### src/hw/core_pkg.sv
package core_pkg;

    localparam int data_w     = 16;
    localparam int reg_count  = 16;
    localparam int reg_addr_w = 4;
    localparam int count_w    = 16;

    // the shift ops use the low 4 bits of operand b as the distance
    typedef enum logic [3:0] {
        op_nop = 4'h0,
        op_add = 4'h1,
        op_sub = 4'h2,
        op_and = 4'h3,
        op_or  = 4'h4,
        op_xor = 4'h5,
        op_shl = 4'h6,
        op_shr = 4'h7,
        op_ldi = 4'h8
    } opcode_e;

    // for op_ldi the rs and rt fields together form the 8-bit immediate
    typedef struct packed {
        opcode_e                 opcode;
        logic [reg_addr_w-1:0]   rd;
        logic [reg_addr_w-1:0]   rs;
        logic [reg_addr_w-1:0]   rt;
    } instr_t;

    typedef struct packed {
        logic zero;
        logic negative;
        logic carry;
    } flags_t;

    typedef struct packed {
        opcode_e                 opcode;
        logic [reg_addr_w-1:0]   rd;
        logic                    writes;
        logic [data_w-1:0]       a;
        logic [data_w-1:0]       b;
    } exec_t;

    typedef struct packed {
        logic [reg_addr_w-1:0]   rd;
        logic [data_w-1:0]       value;
        flags_t                  flags;
    } result_t;

endpackage

### src/hw/pipe_reg.sv
`timescale 1ns/10ps

module pipe_reg #(
    parameter type payload_t = logic
) (
    input  logic     clk,
    input  logic     rst,
    input  logic     hold,
    input  logic     load,
    input  payload_t d,
    output payload_t q,
    output logic     valid,
    output logic     fresh
);

    always_ff @(posedge clk or posedge rst) begin
        if (rst) begin
            valid <= 1'b0;
        end else if (!hold) begin
            valid <= load;
        end
    end

    always_ff @(posedge clk) begin
        if (!hold) begin
            q <= d;
        end
    end

    // a load made just before a hold is reported once the hold lifts
    assign fresh = valid & ~hold;

endmodule

### src/hw/reg_file.sv
`timescale 1ns/10ps

module reg_file (
    input  logic                             clk,
    input  logic                             rst,
    input  logic [core_pkg::reg_addr_w-1:0]  raddr_a,
    input  logic [core_pkg::reg_addr_w-1:0]  raddr_b,
    output logic [core_pkg::data_w-1:0]      rdata_a,
    output logic [core_pkg::data_w-1:0]      rdata_b,
    input  logic                             wen,
    input  logic [core_pkg::reg_addr_w-1:0]  waddr,
    input  logic [core_pkg::data_w-1:0]      wdata
);

    logic [core_pkg::data_w-1:0] regs [core_pkg::reg_count];

    always_ff @(posedge clk or posedge rst) begin
        if (rst) begin
            for (int i = 0; i < core_pkg::reg_count; i++) begin
                regs[i] <= '0;
            end
        end else if (wen) begin
            regs[waddr] <= wdata;
        end
    end

    // reads see the old value during a write and the decode bypass covers that case
    assign rdata_a = regs[raddr_a];
    assign rdata_b = regs[raddr_b];

endmodule

### src/hw/alu.sv
`timescale 1ns/10ps

module alu (
    input  core_pkg::opcode_e            opcode,
    input  logic [core_pkg::data_w-1:0]  a,
    input  logic [core_pkg::data_w-1:0]  b,
    output logic [core_pkg::data_w-1:0]  value,
    output core_pkg::flags_t             flags
);

    logic [core_pkg::data_w:0] sum;
    logic [core_pkg::data_w:0] diff;
    logic                      carry;

    assign sum  = {1'b0, a} + {1'b0, b};
    // carry out of a + ~b + 1 is set when there is no borrow
    assign diff = {1'b0, a} + {1'b0, ~b} + 1'b1;

    always_comb begin
        value = '0;
        carry = 1'b0;
        case (opcode)
            core_pkg::op_add: begin
                value = sum[core_pkg::data_w-1:0];
                carry = sum[core_pkg::data_w];
            end
            core_pkg::op_sub: begin
                value = diff[core_pkg::data_w-1:0];
                carry = diff[core_pkg::data_w];
            end
            core_pkg::op_and: value = a & b;
            core_pkg::op_or:  value = a | b;
            core_pkg::op_xor: value = a ^ b;
            core_pkg::op_shl: value = a << b[3:0];
            core_pkg::op_shr: value = a >> b[3:0];
            core_pkg::op_ldi: value = b;
            default: begin
                value = '0;
                carry = 1'b0;
            end
        endcase
    end

    assign flags.zero     = (value == '0);
    assign flags.negative = value[core_pkg::data_w-1];
    assign flags.carry    = carry;

endmodule

### src/hw/decode_stage.sv
`timescale 1ns/10ps

module decode_stage (
    input  core_pkg::instr_t                 instr,
    output logic [core_pkg::reg_addr_w-1:0]  raddr_a,
    output logic [core_pkg::reg_addr_w-1:0]  raddr_b,
    input  logic [core_pkg::data_w-1:0]      rdata_a,
    input  logic [core_pkg::data_w-1:0]      rdata_b,
    input  logic                             fwd_valid,
    input  logic [core_pkg::reg_addr_w-1:0]  fwd_rd,
    input  logic [core_pkg::data_w-1:0]      fwd_value,
    output core_pkg::exec_t                  payload
);

    logic                        hit_a;
    logic                        hit_b;
    logic [core_pkg::data_w-1:0] imm;

    assign raddr_a = instr.rs;
    assign raddr_b = instr.rt;

    // fwd_valid is only set for an in-flight instruction that writes
    assign hit_a = fwd_valid && (fwd_rd == instr.rs);
    assign hit_b = fwd_valid && (fwd_rd == instr.rt);

    assign imm = {{(core_pkg::data_w - 8){1'b0}}, instr.rs, instr.rt};

    always_comb begin
        payload.opcode = instr.opcode;
        payload.rd     = instr.rd;
        payload.writes = (instr.opcode != core_pkg::op_nop);
        payload.a      = hit_a ? fwd_value : rdata_a;

        if (instr.opcode == core_pkg::op_ldi) begin
            payload.b = imm;
        end else if (hit_b) begin
            payload.b = fwd_value;
        end else begin
            payload.b = rdata_b;
        end
    end

endmodule

### src/hw/execute_stage.sv
`timescale 1ns/10ps

module execute_stage (
    input  logic                             clk,
    input  logic                             rst,
    input  logic                             hold,
    input  core_pkg::exec_t                  payload,
    input  logic                             payload_valid,
    output logic                             fwd_valid,
    output logic [core_pkg::reg_addr_w-1:0]  fwd_rd,
    output logic [core_pkg::data_w-1:0]      fwd_value,
    output logic                             wen,
    output logic [core_pkg::reg_addr_w-1:0]  waddr,
    output logic [core_pkg::data_w-1:0]      wdata,
    output core_pkg::result_t                result,
    output logic                             result_valid
);

    logic [core_pkg::data_w-1:0] alu_value;
    core_pkg::flags_t            alu_flags;
    core_pkg::result_t           result_d;

    alu u_alu (
        .opcode (payload.opcode),
        .a      (payload.a),
        .b      (payload.b),
        .value  (alu_value),
        .flags  (alu_flags)
    );

    assign fwd_valid = payload_valid && payload.writes;
    assign fwd_rd    = payload.rd;
    assign fwd_value = alu_value;

    // the register file and the result register update on the same edge
    assign wen   = fwd_valid && !hold;
    assign waddr = payload.rd;
    assign wdata = alu_value;

    assign result_d.rd    = payload.rd;
    assign result_d.value = alu_value;
    assign result_d.flags = alu_flags;

    pipe_reg #(.payload_t(core_pkg::result_t)) u_result_reg (
        .clk   (clk),
        .rst   (rst),
        .hold  (hold),
        .load  (wen),
        .d     (result_d),
        .q     (result),
        .valid (),
        .fresh (result_valid)
    );

endmodule

### src/hw/pipe_ctrl.sv
`timescale 1ns/10ps

module pipe_ctrl (
    input  logic                          clk,
    input  logic                          rst,
    input  logic                          instr_valid,
    input  logic                          halt_req,
    input  logic                          resume_req,
    input  logic                          result_valid,
    output logic                          accept,
    output logic                          hold,
    output logic                          halted,
    output logic                          instr_drop,
    output logic [core_pkg::count_w-1:0]  retired_count
);

    always_ff @(posedge clk or posedge rst) begin
        if (rst) begin
            halted        <= 1'b0;
            instr_drop    <= 1'b0;
            retired_count <= '0;
        end else begin
            // halt_req has priority when both strobes arrive together
            if (halt_req) begin
                halted <= 1'b1;
            end else if (resume_req) begin
                halted <= 1'b0;
            end

            instr_drop <= instr_valid && halted;

            if (result_valid) begin
                retired_count <= retired_count + 1'b1;
            end
        end
    end

    assign accept = instr_valid && !halted;
    assign hold   = halted;

endmodule

### src/hw/alu_core.sv
`timescale 1ns/10ps

module alu_core (
    input  logic                          clk,
    input  logic                          rst,
    input  logic                          instr_valid,
    input  core_pkg::instr_t              instr,
    input  logic                          halt_req,
    input  logic                          resume_req,
    output logic                          result_valid,
    output core_pkg::result_t             result,
    output logic                          instr_drop,
    output logic                          halted,
    output logic [core_pkg::count_w-1:0]  retired_count
);

    logic                            accept;
    logic                            hold;
    logic [core_pkg::reg_addr_w-1:0] raddr_a;
    logic [core_pkg::reg_addr_w-1:0] raddr_b;
    logic [core_pkg::data_w-1:0]     rdata_a;
    logic [core_pkg::data_w-1:0]     rdata_b;
    logic                            fwd_valid;
    logic [core_pkg::reg_addr_w-1:0] fwd_rd;
    logic [core_pkg::data_w-1:0]     fwd_value;
    logic                            wen;
    logic [core_pkg::reg_addr_w-1:0] waddr;
    logic [core_pkg::data_w-1:0]     wdata;
    core_pkg::exec_t                 dec_payload;
    core_pkg::exec_t                 exec_payload;
    logic                            exec_valid;

    pipe_ctrl u_pipe_ctrl (
        .clk           (clk),
        .rst           (rst),
        .instr_valid   (instr_valid),
        .halt_req      (halt_req),
        .resume_req    (resume_req),
        .result_valid  (result_valid),
        .accept        (accept),
        .hold          (hold),
        .halted        (halted),
        .instr_drop    (instr_drop),
        .retired_count (retired_count)
    );

    decode_stage u_decode_stage (
        .instr     (instr),
        .raddr_a   (raddr_a),
        .raddr_b   (raddr_b),
        .rdata_a   (rdata_a),
        .rdata_b   (rdata_b),
        .fwd_valid (fwd_valid),
        .fwd_rd    (fwd_rd),
        .fwd_value (fwd_value),
        .payload   (dec_payload)
    );

    // the decode to execute register is filled only by accepted strobes
    pipe_reg #(.payload_t(core_pkg::exec_t)) u_exec_reg (
        .clk   (clk),
        .rst   (rst),
        .hold  (hold),
        .load  (accept),
        .d     (dec_payload),
        .q     (exec_payload),
        .valid (exec_valid),
        .fresh ()
    );

    execute_stage u_execute_stage (
        .clk           (clk),
        .rst           (rst),
        .hold          (hold),
        .payload       (exec_payload),
        .payload_valid (exec_valid),
        .fwd_valid     (fwd_valid),
        .fwd_rd        (fwd_rd),
        .fwd_value     (fwd_value),
        .wen           (wen),
        .waddr         (waddr),
        .wdata         (wdata),
        .result        (result),
        .result_valid  (result_valid)
    );

    reg_file u_reg_file (
        .clk     (clk),
        .rst     (rst),
        .raddr_a (raddr_a),
        .raddr_b (raddr_b),
        .rdata_a (rdata_a),
        .rdata_b (rdata_b),
        .wen     (wen),
        .waddr   (waddr),
        .wdata   (wdata)
    );

endmodule

### config.mk
export PLATFORM = sky130hd
export DESIGN_NAME = alu_core
export DESIGN_NICKNAME = d
export VERILOG_FILES = /design/src/hw/core_pkg.sv /design/src/hw/pipe_reg.sv /design/src/hw/reg_file.sv /design/src/hw/alu.sv /design/src/hw/decode_stage.sv /design/src/hw/execute_stage.sv /design/src/hw/pipe_ctrl.sv /design/src/hw/alu_core.sv
export SDC_FILE = /design/constraint.sdc
export NUM_CORES = 1
export LEC_CHECK = 0
export BUFFER_PORTS_ARGS = -buffer_cell sky130_fd_sc_hd__buf_2
export CORE_MARGIN = 10
export CORE_UTILIZATION = 60
export DETAILED_ROUTE_END_ITERATION = 8
export GPL_TIMING_DRIVEN = 1
export PLACE_DENSITY = 0.8
export SETUP_SLACK_MARGIN = 0.2
export SYNTH_ARGS = -nofsm -noshare
export SYNTH_HDL_FRONTEND = slang
export SYNTH_SLANG_ARGS = --single-unit
### constraint.sdc
create_clock -name clk -period 9.1 [get_ports clk]
set_clock_uncertainty 0.15 [all_clocks]
set_input_delay 0.455 -clock clk [delete_from_list [all_inputs] [get_ports clk]]
set_output_delay 0.455 -clock clk [all_outputs]
set_load 0.005 [all_outputs]
==> flow_metrics.env <==
export IMPL_status="finished, violations left"
export IMPL_violations="hold timing"
export IMPL_placed_cell_area_sq_mm=0.0210
export IMPL_drive_above_1_share_pct=22.1
export IMPL_dp_cells=2264
export IMPL_rsz0062_at_grt="no"
export IMPL_power_density_mw_per_mm2=215
export IMPL_reg2regPathDepth=11
export IMPL_max_cap_violations=0
export IMPL_cts_tree="done"
export IMPL_antennaDiodeCount=0
export IMPL_die_y_um=205
export IMPL_power_leakage_nw=9.50
export IMPL_fillers=2404
export IMPL_routed_wl_mm=58.2
export IMPL_ios=63
export IMPL_crit_fanout=37
export IMPL_dieWidth_um=205
export IMPL_hold_slack_ps=-10.3
export IMPL_vias_per_cell=6.81
export IMPL_worst_r2r_endpoint="u_exec_reg.q[30]"
export IMPL_ys_types=90
export IMPL_synth_area_leaders="dfrtp_1 (34%), mux4_2 (19%), edfxtp_1 (9.2%)"
export IMPL_synth_top_cell_area_share_pct=33.8
export IMPL_cp_arrival_ps=5010
export IMPL_cts_buffer_depth=3
export IMPL_antenna_found_initial=0
export IMPL_setup_slack_ps=4230
export IMPL_grt_pass1_vias=16100
export IMPL_gr_total_overflow=0
export IMPL_syn_avg_cell_area_sq_um=10.9
export IMPL_dp_hpwl_mm=36.8
export IMPL_fin_cells=2342
export IMPL_wl_per_cell_um=24.8
export IMPL_first_pass_iters=7
export IMPL_cp_end_kind="flop"
export IMPL_syn_inst=1883
export IMPL_finalHoldViolations=5
export IMPL_cts_buffers=37
export IMPL_synth_common_cells="dfrtp_1 (276), nor2_1 (192), nand2_1 (188)"
export IMPL_port_buffers=62
export IMPL_worstMarginPinSlew_ps=1180
export IMPL_drv_slew=0
export IMPL_num_vias=15900
export IMPL_synth_edf_count=63
export IMPL_final_area_sq_mm=0.0223
export IMPL_clk_pin_slew_ps=60
export IMPL_final_nets=1940
export IMPL_seq_area_sq_mm=0.00880
export IMPL_synth_ff_type="dfrtp_1"
export IMPL_root_buffer="clkbuf_16"
export IMPL_period_needed_ps=4870
export IMPL_drc=0
export IMPL_peakVddDrop_mv=0.157
export IMPL_total_power_mw=4.81
export IMPL_rows=67
export IMPL_required_ps=9240
export IMPL_coreArea_sq_mm=0.0336
export IMPL_post_cts_buffers=0
export IMPL_crit_type="reg2reg"
export IMPL_period_share_pct=53.5
export IMPL_multiInputGateArea_sq_mm=0.0107
export IMPL_synth_most_common_cell="dfrtp_1"
export IMPL_syn_cell_area_sq_mm=0.0205
export IMPL_htreeDepth=2
export IMPL_fmax_ghz=0.205
export IMPL_cts_sinks=339
export IMPL_ctsResizeCount=0
export IMPL_grt_usage_pct=28.0
export IMPL_relSlewSlack_pct=21.1
export IMPL_ys_warn_count=0
export IMPL_rr_startpoint="u_exec_reg.q[2]"
export IMPL_endpoint="u_exec_reg.q[30]"
export IMPL_drt_iter0_drc=1955
export IMPL_startpoint="u_exec_reg.q[2]"
export IMPL_syn2layout_area_growth_pct=9.17
export IMPL_drtAntennaViolNets=0
export IMPL_ys_seq_elements=339
export IMPL_dieArea_sq_mm=0.0419
export IMPL_cp_start_kind="flop"
export IMPL_ff2ff_setup_slack_ps=4230
export IMPL_holdBufCountCts=10
export IMPL_initial_core_util_pct=60.9
export IMPL_clkLatencyLatePin_ps=550
export IMPL_async_flop_share_pct=81.4
export IMPL_tns_ps=0
export IMPL_place_congestion=0.994
export IMPL_place_ws_ps=4340
export IMPL_grt_pass1_wl_mm=91.7
export IMPL_seq_area_frac_synth_pct=43.0
export IMPL_syn_nets=1958
export IMPL_grt_max_degree=143
export IMPL_synth_largest_area_cell="dfrtp_1"
export IMPL_setup_viol=0
export IMPL_hold_class="in2async"
cell type report:
| class | instances | share of cell area [%] |
|---|---|---|
| Clock inverter | 12 | 0.409 |
| Inverter | 72 | 1.24 |
| Clock buffer | 56 | 5.06 |
| Sequential cell | 339 | 39.4 |
| Timing Repair Buffer | 117 | 3.37 |
| Multi-Input combinational cell | 1298 | 48.0 |
| Tap cell | 448 | 2.51 |
critical path: stages, from the launching register on:
cell and delay (ps):
edfxtp_1 320, buf_4 340, clkinv_1 560, ha_1 680, nor2b_1 110, o21ai_0 250, a21boi_1 210, a2111oi_0 760
or3_1 240, a32oi_1 100, a41o_1 500, mux2_2 390
where the power goes:
part,internal [mW],switching [mW],leakage (nW)
clock,0.867,0.635,0.608
combinational,0.587,0.667,4.62
sequential,1.82,0.233,4.27
flip-flops by register name (all words and copies together) (netlist names):
| name | cells |
|---|---|
| u_exec_reg.q | 41 |
| u_exec_reg.valid | 1 |
| u_execute_stage.u_result_reg.q | 22 |
| u_execute_stage.u_result_reg.valid | 1 |
| u_pipe_ctrl.halted | 1 |
| u_pipe_ctrl.instr_drop | 1 |
| u_pipe_ctrl.retired_count | 16 |
| u_reg_file.regs | 256 |
per-layer routing:
metal / share of wire (%) / GRT usage [%] / routed length (um)
met1: 37 / 34.8 / 21500
met2: 48 / 45.4 / 28200
met3: 9.9 / 6.44 / 5750
met4: 4.8 / 13.6 / 2810
met5: 0 / 0 / 0
stage by stage:
step                      utilization [%]  hold slack [ps]
final                                66.4            -10.3
after global routing                 66.4             13.3
after CTS                            66.4             6.77
after detailed placement             62.5              312
after global placement               62.5              306
after floorplan                         -              296
cell families after synthesis:
| family | Yosys count | synth area share, % |
|---|---|---|
| xor gates and xnor gates | 29 | 1.24 |
| and+or+nand+nor | 510 | 11.2 |
| muxes | 248 | 23.0 |
| buffers and inverters | 246 | 4.95 |
| AOI/OAI and AO/OA | 457 | 13.2 |
| DFF | 339 | 43.0 |
| adders and majority gates | 54 | 3.38 |
how the worst min path moves through the flow:
stage	to	depth (start not counted)
global placement	u_execute_stage.u_result_reg.valid	1
CTS	u_pipe_ctrl.instr_drop	2
detailed placement	u_execute_stage.u_result_reg.valid	1
finish	u_reg_file.regs[109]	2
floorplan	u_execute_stage.u_result_reg.valid	1
global route	u_pipe_ctrl.instr_drop	2
layout by cell type, fill, tap and decap left out, types with 20 or more instances in the layout:
cell type,n
dfrtp_1,276
nand2_1,188
nor2_1,186
mux4_2,169
a21oi_1,164
o21ai_0,159
inv_1,67
edfxtp_1,63
buf_2,60
ha_1,52
buf_4,47
mux2_2,42
clkbuf_16,39
mux2i_1,29
xnor2_1,20
Power figures use the tool's default switching activity.
